--- src/verilog/isa_pkg.sv ---
// Instruction level definitions

package isa_pkg;

    // Data path width and architectural registers per warp
    localparam int xlen = 32;
    localparam int num_regs = 32;

    // Width of the second-source field in a micro-op
    localparam int src2_bits = 16;

    typedef logic [4:0] reg_idx_t;
    typedef logic [xlen-1:0] word_t;

    // Execution unit that receives the micro-op
    typedef enum logic {
        ex_alu = 1'b0,
        ex_lsu = 1'b1
    } ex_type_t;

    // Operation code, interpreted only by the units
    typedef logic [3:0] op_t;

    // Register view of the second source
    typedef struct packed {
        logic [src2_bits-$bits(reg_idx_t)-1:0] pad;
        reg_idx_t                               rs2;
    } src2_reg_t;

    // The use_imm bit of the micro-op tells which view is valid
    typedef union packed {
        src2_reg_t                   r;
        logic signed [src2_bits-1:0] imm;
    } src2_u;

endpackage
--- src/verilog/issue_pkg.sv ---
// Issue pipeline definitions

package issue_pkg;

    import isa_pkg::*;

    // Warp configuration
    localparam int num_warps = 4;
    localparam int wid_bits = $clog2(num_warps);

    // Entries per warp in the instruction buffer, kept a power of two
    localparam int ibuf_depth = 4;
    localparam int ibuf_ptr_bits = $clog2(ibuf_depth);

    localparam int perf_ctr_bits = 32;

    typedef logic [wid_bits-1:0] wid_t;
    typedef logic [ibuf_ptr_bits-1:0] ibuf_ptr_t;

    // One extra bit so a full buffer can be told from an empty one
    typedef logic [ibuf_ptr_bits:0] ibuf_cnt_t;

    // Decoded micro-op as it leaves the decoder
    typedef struct packed {
        wid_t     wid;
        ex_type_t ex_type;
        op_t      op;
        logic     wb;
        reg_idx_t rd;
        reg_idx_t rs1;
        src2_u    src2;
        logic     use_imm;
    } uop_t;

    // Micro-op together with its source values
    typedef struct packed {
        uop_t  uop;
        word_t rs1_data;
        word_t rs2_data;
    } operands_t;

    // Result returned by a unit
    typedef struct packed {
        wid_t     wid;
        reg_idx_t rd;
        word_t    data;
    } writeback_t;

endpackage

--- src/verilog/issue_dispatch.sv ---
// Dispatch to execution units
`timescale 1ns/1ps

module issue_dispatch import isa_pkg::*, issue_pkg::*; (
    input  logic       clk,
    input  logic       reset,
    input  logic       opd_valid,
    input  operands_t  opd_data,
    input  logic       alu_ready,
    input  logic       lsu_ready,
    output logic       opd_ready,
    output logic       alu_valid,
    output operands_t  alu_data,
    output logic       lsu_valid,
    output operands_t  lsu_data
);

    logic      out_valid;
    operands_t out_data;
    logic      unit_ready;

    // Only the unit named by ex_type can drain the register
    assign unit_ready = (out_data.uop.ex_type == ex_lsu) ? lsu_ready : alu_ready;
    assign opd_ready = !out_valid || unit_ready;

    always_ff @(posedge clk) begin
        if (reset) begin
            out_valid <= 1'b0;
        end else if (opd_ready) begin
            out_valid <= opd_valid;
        end
    end

    always_ff @(posedge clk) begin
        if (opd_valid && opd_ready) begin
            out_data <= opd_data;
        end
    end

    assign alu_valid = out_valid && (out_data.uop.ex_type == ex_alu);
    assign lsu_valid = out_valid && (out_data.uop.ex_type == ex_lsu);

    // Both ports share the payload and are told apart by their valids
    assign alu_data = out_data;
    assign lsu_data = out_data;

endmodule

--- config.mk ---
export PLATFORM = sky130hd
export DESIGN_NAME = issue_dispatch
export DESIGN_NICKNAME = d
export VERILOG_FILES = /design/src/verilog/isa_pkg.sv /design/src/verilog/issue_pkg.sv /design/src/verilog/issue_dispatch.sv
export SDC_FILE = /design/constraint.sdc
export NUM_CORES = 1
export LEC_CHECK = 0
export BUFFER_PORTS_ARGS = -buffer_cell sky130_fd_sc_hd__buf_2
export CAP_MARGIN = 0
export CORE_ASPECT_RATIO = 0.9
export CORE_MARGIN = 10
export CORE_UTILIZATION = 32
export CTS_CLUSTER_DIAMETER = 120
export CTS_CLUSTER_SIZE = 14
export DETAILED_ROUTE_END_ITERATION = 8
export PLACE_DENSITY = 0.76
export SETUP_SLACK_MARGIN = 0.2
export SLEW_MARGIN = 25
export SYNTH_ARGS = -nofsm -noshare
export SYNTH_HDL_FRONTEND = slang
export SYNTH_SLANG_ARGS = --single-unit
--- constraint.sdc ---
create_clock -name clk -period 13.9 [get_ports clk]
set_input_delay 1.39 -clock clk [delete_from_list [all_inputs] [get_ports clk]]
set_output_delay 1.39 -clock clk [all_outputs]
set_load 0.03 [all_outputs]
==> impl_metrics.toml <==
[route]
wl_mm = 11.1
vias_per_cell = 4.10
wl_per_cell_um = 18.9
vias = 2401
antenna_left = 0
drc_errors = 0
drtIter0Drc = 109
first_pass_iters = 4

[critical_path]
critPathMaxFanout = 3
required_ns = 12.51
ff2ff_path_depth = 3
critPathKind = "in -> out"
r2r-start = "alu_data[96]"
critPathCaptureType = "output pin"
cp.arrival_ns = 2.15
r2r-end = "alu_data[15]"
startpoint_type = "input pin"
rrSetupSlack_ns = 11.87

[final_layout]
fillers = 1029
regArea_um2 = 2990
area_delta_synth_final_pct = 34.6
nNetsFinal = 528
post-route-util = 0.443
drive_above_1_share = 0.748
multi_input_comb_area_um2 = 63.8

[synth]
async_reset_ff_frac = 0
synth_top_area_share = 0.784
syn_area_um2 = 3790
yosys-top-cells-count = "buf_4 (99), edfxtp_1 (99)"
synth-edff-count = 99
synth_cell_types = 11
ys_warn_count = 0
ys.flop_type = "edfxtp_1"
yosys.area.top_type = "edfxtp_1"
synth_cells = 207
yosysSeqAreaShare = 0.789
synth_area_per_cell_um2 = 18.3
synth_area_leaders = "edfxtp_1 (78%), buf_4 (20%), dfxtp_1 (0.53%), mux2i_1 (0.26%), a22o_1 (0.23%)"
synth-seq-cells = 100
synth_nets = 311

[timing]
finalHoldViolCount = 0
post-route-period-util = 0.254
slew_violations = 0
worstMarginPinSlew_ns = 0.875
setup_slack_ns = 10.36
min_period_ns = 3.54
clock_skew_ns = 0.00518
hold_ws_ns = 0.768
setup_violations = 0
rsz0062_at_grt = "false"
slew_headroom = 0.416
setup-tns-final_ns = 0
timing.fmax_mhz = 283

[placed_design]
pre_cts_ws_ns = 10.37
detailed_place_hpwl_mm = 9.34
gp_congestion = 0.846
portBuffers = 304

[floorplan]
die_x_um = 135
rows = 37
die_area_um2 = 16600
dieHeight_um = 123
io_pins = 305
coreArea_um2 = 11500
start_util = 0.329

[clock_tree]
hold_buffers = 0
cts_tree = "done"
clock-sinks = 100
htreeDepth = 3
ctsResizeCount = 0
clockBufferDepth = 2
cts-buffers-inserted = 9
postCtsSetupBuffers = 0
clkLatencyLatePin_ns = 0.34
clockRootBuffer = "clkbuf_16"
path_clk_slew_ns = 0.06

[power_and_ir_drop]
vdd.ir_drop.worst_uv = 82.4
p_leak_nw = 2.35
finalPower_mw = 0.756
power_density_nw_per_um2 = 148

[grt]
grt_max_degree = 100
grt_first_pass_wirelength_mm = 15.6
grt.overflow.total = 0
grt_pass1_vias = 2702
track_usage = 0.123
antenna_found_initial = 2

[run_status]
status = "finished clean"

[min_path]
hold_end = "out_valid"
holdCritStartpoint = "out_valid"
hold_class = "reg -> reg"
hold_path_depth = 2

[run]
drv_cap = 0
[per-layer routing]
metal | up-vias | part of all wire | track usage
li1 | 1068 | - | -
met1 | 1114 | 0.32 | 0.109
met2 | 194 | 0.52 | 0.218
met3 | 23 | 0.14 | 0.0819
met4 | 2 | 0.016 | 0.0469
met5 | - | 0.0012 | 0
[worst max path at each step]
stage                     slack, ns           to  startpoint
after global routing          10.30    opd_ready   lsu_ready
after global placement        10.44    opd_ready   lsu_ready
final                         10.36    opd_ready   lsu_ready
after detailed placement      10.37    opd_ready   lsu_ready
after floorplan                4.52  alu_data[0]   lsu_ready
after CTS                     10.36    opd_ready   lsu_ready
[layout make-up]
cell class	instances	share of cell area
flip-flops and latches	100	0.586
repair buffers	305	0.300
clock buffers	12	0.0463
well taps	156	0.0382
clock inverters	4	0.0150
multi-input cells	7	0.0125
inverters	1	0.000735
diodes	1	0.000490
[cells by family after synthesis]
logic type / after synthesis / synth area share
AO/OA/AOI/OAI: 2 / 0.00429
buffers and inverters: 100 / 0.197
flip-flops: 100 / 0.789
multiplexers: 1 / 0.00264
AND/OR/NAND/NOR: 4 / 0.00693
[report_power, final]
group	internal, mW	switching, mW	total, mW
sequential	0.355	0.00925	0.364
clock	0.158	0.0993	0.257
combinational	0.0344	0.0993	0.134
total	0.548	0.208	0.756
[metrics by stage]
step / cell area, um2 / std cells
2_1_floorplan: 3790 / 207
3_3_place_gp: 4780 / 569
3_5_place_dp: 4790 / 569
4_1_cts: 5100 / 585
5_1_grt: 5100 / 585
6_report: 5100 / 586
[state kept, by name (all words and copies together) (netlist names)]
name       cells
out_valid      1
alu_data      99
[cells in the final DEF, fill, tap and decap left out]
cell type,n
clkbuf_1,3
diode_2,1
clkinvlp_4,1
inv_1,1
mux2i_1,1
buf_2,304
a21boi_4,1
nand2_1,1
bufinv_16,2
and2_2,1
clkbuf_16,9
and2b_2,1
buf_6,1
clkinv_4,1
nor2b_1,1
a22o_1,1
dfxtp_1,1
edfxtp_1,99
[critical path, cell delays in order]
cell and delay [ns]:
buf_2 0.10, mux2i_1 0.36, nand2_1 0.10, buf_2 0.19
No activity file was read; power rests on OpenSTA's default activity.
