## config.mk

```make
export PLATFORM = sky130hd
export DESIGN_NAME = issue_ibuffer
export DESIGN_NICKNAME = d
export VERILOG_FILES = /design/src/verilog/isa_pkg.sv /design/src/verilog/issue_pkg.sv /design/src/verilog/issue_ibuffer.sv
export SDC_FILE = /design/constraint.sdc
export NUM_CORES = 1
export LEC_CHECK = 0
export BUFFER_PORTS_ARGS = -buffer_cell sky130_fd_sc_hd__buf_2
export CORE_AREA = 5 5 320 259
export CTS_CLUSTER_DIAMETER = 200
export CTS_CLUSTER_SIZE = 12
export DETAILED_ROUTE_END_ITERATION = 7
export DIE_AREA = 0 0 325 264
export SYNTH_ARGS = -nofsm -noshare
export SYNTH_HDL_FRONTEND = slang
export SYNTH_SLANG_ARGS = --single-unit
```

## constraint.sdc

```tcl
create_clock -name clk -period 6.3 [get_ports clk]
set_clock_uncertainty 0.05 [all_clocks]
set_input_delay 0.63 -clock clk [delete_from_list [all_inputs] [get_ports clk]]
set_output_delay 0.63 -clock clk [all_outputs]
set_load 0.01 [all_outputs]
```

## src/verilog/isa_pkg.sv

```systemverilog
// Instruction level definitions

package isa_pkg;

    // Data path width and architectural registers per warp
    localparam int xlen = 32;
    localparam int num_regs = 32;

    // Width of the second-source field in a micro-op
    localparam int src2_bits = 16;

    typedef logic [4:0] reg_idx_t;
    typedef logic [xlen-1:0] word_t;

    // Execution unit that receives the micro-op
    typedef enum logic {
        ex_alu = 1'b0,
        ex_lsu = 1'b1
    } ex_type_t;

    // Operation code, interpreted only by the units
    typedef logic [3:0] op_t;

    // Register view of the second source
    typedef struct packed {
        logic [src2_bits-$bits(reg_idx_t)-1:0] pad;
        reg_idx_t                               rs2;
    } src2_reg_t;

    // The use_imm bit of the micro-op tells which view is valid
    typedef union packed {
        src2_reg_t                   r;
        logic signed [src2_bits-1:0] imm;
    } src2_u;

endpackage
```

## src/verilog/issue_pkg.sv

```systemverilog
// Issue pipeline definitions

package issue_pkg;

    import isa_pkg::*;

    // Warp configuration
    localparam int num_warps = 4;
    localparam int wid_bits = $clog2(num_warps);

    // Entries per warp in the instruction buffer, kept a power of two
    localparam int ibuf_depth = 4;
    localparam int ibuf_ptr_bits = $clog2(ibuf_depth);

    localparam int perf_ctr_bits = 32;

    typedef logic [wid_bits-1:0] wid_t;
    typedef logic [ibuf_ptr_bits-1:0] ibuf_ptr_t;

    // One extra bit so a full buffer can be told from an empty one
    typedef logic [ibuf_ptr_bits:0] ibuf_cnt_t;

    // Decoded micro-op as it leaves the decoder
    typedef struct packed {
        wid_t     wid;
        ex_type_t ex_type;
        op_t      op;
        logic     wb;
        reg_idx_t rd;
        reg_idx_t rs1;
        src2_u    src2;
        logic     use_imm;
    } uop_t;

    // Micro-op together with its source values
    typedef struct packed {
        uop_t  uop;
        word_t rs1_data;
        word_t rs2_data;
    } operands_t;

    // Result returned by a unit
    typedef struct packed {
        wid_t     wid;
        reg_idx_t rd;
        word_t    data;
    } writeback_t;

endpackage

```

## src/verilog/issue_ibuffer.sv

```systemverilog
// Per-warp instruction buffer
`timescale 1ns/1ps

module issue_ibuffer import issue_pkg::*; (
    input  logic                      clk,
    input  logic                      reset,
    input  logic                      decode_valid,
    input  uop_t                      decode_data,
    input  logic                      ibuf_pick_valid,
    input  wid_t                      ibuf_pick,
    output logic                      decode_ready,
    output logic [num_warps-1:0]      head_valid,
    output uop_t [num_warps-1:0]      head_data,
    output wid_t                      rr_wid,
    output logic [perf_ctr_bits-1:0]  decode_stalls
);

    uop_t                 mem [num_warps][ibuf_depth];
    ibuf_ptr_t            rd_ptr [num_warps];
    ibuf_ptr_t            wr_ptr [num_warps];
    ibuf_cnt_t            count [num_warps];
    logic [num_warps-1:0] push;
    logic [num_warps-1:0] pop;

    // Decode only stalls when the target warp's FIFO is full
    assign decode_ready = (count[decode_data.wid] != ibuf_cnt_t'(ibuf_depth));

    always_comb begin
        for (int w = 0; w < num_warps; w++) begin
            push[w] = decode_valid && decode_ready && (decode_data.wid == wid_t'(w));
            pop[w] = ibuf_pick_valid && (ibuf_pick == wid_t'(w));
            head_valid[w] = (count[w] != '0);
            head_data[w] = mem[w][rd_ptr[w]];
        end
    end

    always_ff @(posedge clk) begin
        if (decode_valid && decode_ready) begin
            mem[decode_data.wid][wr_ptr[decode_data.wid]] <= decode_data;
        end
    end

    always_ff @(posedge clk) begin
        if (reset) begin
            for (int w = 0; w < num_warps; w++) begin
                rd_ptr[w] <= '0;
                wr_ptr[w] <= '0;
                count[w] <= '0;
            end
        end else begin
            for (int w = 0; w < num_warps; w++) begin
                if (push[w]) begin
                    wr_ptr[w] <= wr_ptr[w] + 1'b1;
                end
                if (pop[w]) begin
                    rd_ptr[w] <= rd_ptr[w] + 1'b1;
                end
                if (push[w] && !pop[w]) begin
                    count[w] <= count[w] + 1'b1;
                end else if (pop[w] && !push[w]) begin
                    count[w] <= count[w] - 1'b1;
                end
            end
        end
    end

    // Round-robin start point moves just past the warp that was last issued
    always_ff @(posedge clk) begin
        if (reset) begin
            rr_wid <= '0;
        end else if (ibuf_pick_valid) begin
            rr_wid <= (ibuf_pick == wid_t'(num_warps - 1)) ? '0 : ibuf_pick + 1'b1;
        end
    end

    always_ff @(posedge clk) begin
        if (reset) begin
            decode_stalls <= '0;
        end else if (decode_valid && !decode_ready) begin
            decode_stalls <= decode_stalls + 1'b1;
        end
    end

endmodule

```

==> flow_summary.json <==
{
  "status": "finished clean",
  "period_share_pct": 60.1,
  "cts-hold-fix-buffers": 0,
  "antenna_found_initial": 10,
  "netlist_instances": 1119,
  "synth_top_family_by_area": "multiplexers",
  "syn_area_um2": 23600,
  "nets": 1424,
  "avgSynthCellArea_um2": 21.1,
  "critical_path_class": "in -> reg",
  "viasPerCell": 4.89,
  "cts_setup_buffers": 0,
  "max_stage_delay_ns": 1.19,
  "drt-wirelength-per-cell_um": 24.3,
  "grt_pass1_wl_um": 85700,
  "rsz0062_at_grt": "no",
  "grt_max_degree": 61,
  "final.min_clock_period_ns": 3.79,
  "synthSimpleGateAreaFrac_pct": 4.65,
  "clock_sinks": 622,
  "ios": 220,
  "die_y_um": 264,
  "cp-end-kind": "register",
  "async_flop_share_pct": 0,
  "p_per_area_nw_per_um2": 296,
  "synth_area_leaders": "edfxtp_1 (75%), mux4_2 (13%), dfxtp_1 (2.9%)",
  "port_buffers": 219,
  "dr.pass1.iters": 5,
  "final-seq-area_um2": 18300,
  "globalRouteTotalUtil_pct": 13.5,
  "cp.arrival_ns": 3.94,
  "synth_mux_area_share_pct": 13.5,
  "grt_pass1_vias": 12000,
  "min_path_type": "in -> reg",
  "fmax_mhz": 264,
  "synth_xor_area_share_pct": 1.00,
  "initial_core_util_pct": 29.7,
  "die_w_um": 325,
  "cts_root_buf": "clkbuf_16",
  "maxCapViolations": 0,
  "synth_compound_gate_area_share_pct": 1.30,
  "place_ws_ns": 1.95,
  "path_buf_inv": 1,
  "ys_types": 49,
  "worstPathCellList": "buf_2, nor2b_1, a22oi_1, nand2_1, nand3_1, nor2_4",
  "cts_tree": "built",
  "clk_pin_slew_worst_paths_ns": 0.07,
  "final.fill_count": 7452,
  "synthAdderAreaFrac_pct": 0.678,
  "hold_viol": 0,
  "setup_viol": 0,
  "vias": 11900,
  "ant_nets": 0,
  "rows": 93,
  "synth_top_area_cell": "edfxtp_1",
  "postCtsResizedCells": 0,
  "worst_skew_pair.late_latency_ns": 0.63,
  "grt-ovfl-total": 0,
  "multi_input_area_um2": 5100,
  "design.core.area_um2": 79600,
  "gp_congestion": 0.796,
  "critPathLaunchType": "primary input",
  "cp_slowest_cell": "nor2_4",
  "cts_inserted_buffers": 57,
  "syn_nets": 1171,
  "maxSlewHeadroom_pct": 12.8,
  "timing.critical_path.required_ns": 6.45,
  "die_area_um2": 85800,
  "vdd.ir_drop.worst_uv": 252,
  "synth_edf_count": 588,
  "worst_pin_slew_ns": 1.31,
  "yosys_warnings": 0,
  "clk_path_buf_depth": 3,
  "routed_wl_um": 59100,
  "dr.first_iter.drc_count": 1031,
  "areaGrowthSynthToFinish_pct": 17.0,
  "ys_seq_area_share_pct": 77.7,
  "cp_max_fo": 35,
  "ys_seq_elements": 622,
  "drc_errors": 0,
  "synth-main-ff-cell": "edfxtp_1",
  "h-tree-depth": 2,
  "synth_top_area_share_pct": 74.8,
  "drv_slew": 0,
  "dpl.hpwl_um": 39400,
  "layout-drive-gt1-share_pct": 33.9,
  "crit_family": "simple AND/OR/NAND/NOR gates",
  "setup_slack_ns": 2.51,
  "fin_tns_setup_ns": 0,
  "leakagePower_nw": 8.74
}
[worst register-to-register path: stages (launching register included)]
cell      delay, ns
edfxtp_1       0.43
nor3b_1        0.19
o22a_1         0.34
nand2_1        0.32
nand3_1        0.56
nor2_4         1.19
[area by class of cell]
class | count | share of cell area (%)
Sequential cell | 622 | 66.4
Multi-Input combinational cell | 430 | 18.5
Clock buffer | 68 | 5.43
Tap cell | 1045 | 4.73
Timing Repair Buffer | 242 | 4.59
Inverter | 19 | 0.258
Clock inverter | 2 | 0.131
Antenna cell | 3 | 0.0272
[synthesized netlist by cell type, drive strengths merged (4+ instances only)]
cell type	number
edfxtp	588
mux4	141
nor2	35
dfxtp	34
nand2	29
clkbuf	27
nor3	26
a21oi	22
buf	21
xnor2	20
inv	19
nand4	19
nand3	17
or3	15
nand2b	14
nor4	9
o21ai	9
o31ai	9
ha	8
xor2	7
nor2b	6
or4	6
and2	4
or2	4
[sequential cells by signal, summed over array words and instances (netlist names)]
signal	count
count	12
rr_wid	2
wr_ptr	8
decode_stalls	32
rd_ptr	8
mem	560
[layout by cell type, fill, tap and decap left out, types with 9 or more instances in the layout]
| master | n |
|---|---|
| edfxtp_1 | 588 |
| buf_2 | 219 |
| mux4_2 | 141 |
| clkbuf_16 | 58 |
| dfxtp_1 | 34 |
| nand2_1 | 29 |
| nor2_1 | 27 |
| buf_4 | 23 |
| a21oi_1 | 22 |
| xnor2_1 | 20 |
| inv_1 | 19 |
| nand4_1 | 19 |
| nor3_1 | 18 |
| nand3_1 | 17 |
| nand2b_1 | 14 |
| or3_1 | 14 |
| o21ai_0 | 9 |
| o31ai_1 | 9 |
| clkbuf_1 | 9 |
[logic make-up after synthesis]
kind of cell,after synthesis
AOI/OAI and AO/OA,48
xor gates and xnor gates,27
adders and majority gates,11
buffers and inverters,67
DFF,622
muxes,143
and+or+nand+nor,201
[final timing paths]
check	startpoint	cells after the start	to	slack (ns)
worst max-delay path	decode_data[33]	6	mem[3][28]	2.51
worst min-delay path	ibuf_pick[0]	2	rr_wid[0]	0.18
worst max register to register	count[2][2]	5	mem[3][28]	2.78
worst min register to register	rr_wid[0]	2	rr_wid[0]	0.43
[per-stage QoR]
step	instance area, um^2	hold slack, ns	power, W	instances	utilization (%)
after floorplan	23600	0.446	0.00495	1119	-
after global placement	26100	0.413	0.00521	2358	32.8
after detailed placement	26100	0.421	0.00522	2358	32.8
after CTS	27600	0.144	0.00827	2428	34.7
after global routing	27600	0.186	0.00846	2428	34.7
final	27600	0.183	0.00817	2431	34.7
[layer usage]
metal  up-vias  global-route usage (%)  part of all wire [%]
li1       5090                       -                     -
met2       430                    21.5                    47
met4         6                    2.48                   1.3
met1      6316                    18.9                    44
met5         -                       0                 0.058
met3        56                    3.57                   7.4
[where the power goes]
group | leakage (nW) | total, W | internal [W] | switching, W
registers | 5.62 | 0.00460 | 0.00458 | 0.0000206
logic | 2.37 | 0.000510 | 0.000180 | 0.000331
clock network | 0.749 | 0.00306 | 0.00165 | 0.00141
total | 8.74 | 0.00817 | 0.00641 | 0.00176
No activity file was read; power rests on OpenSTA's default activity.
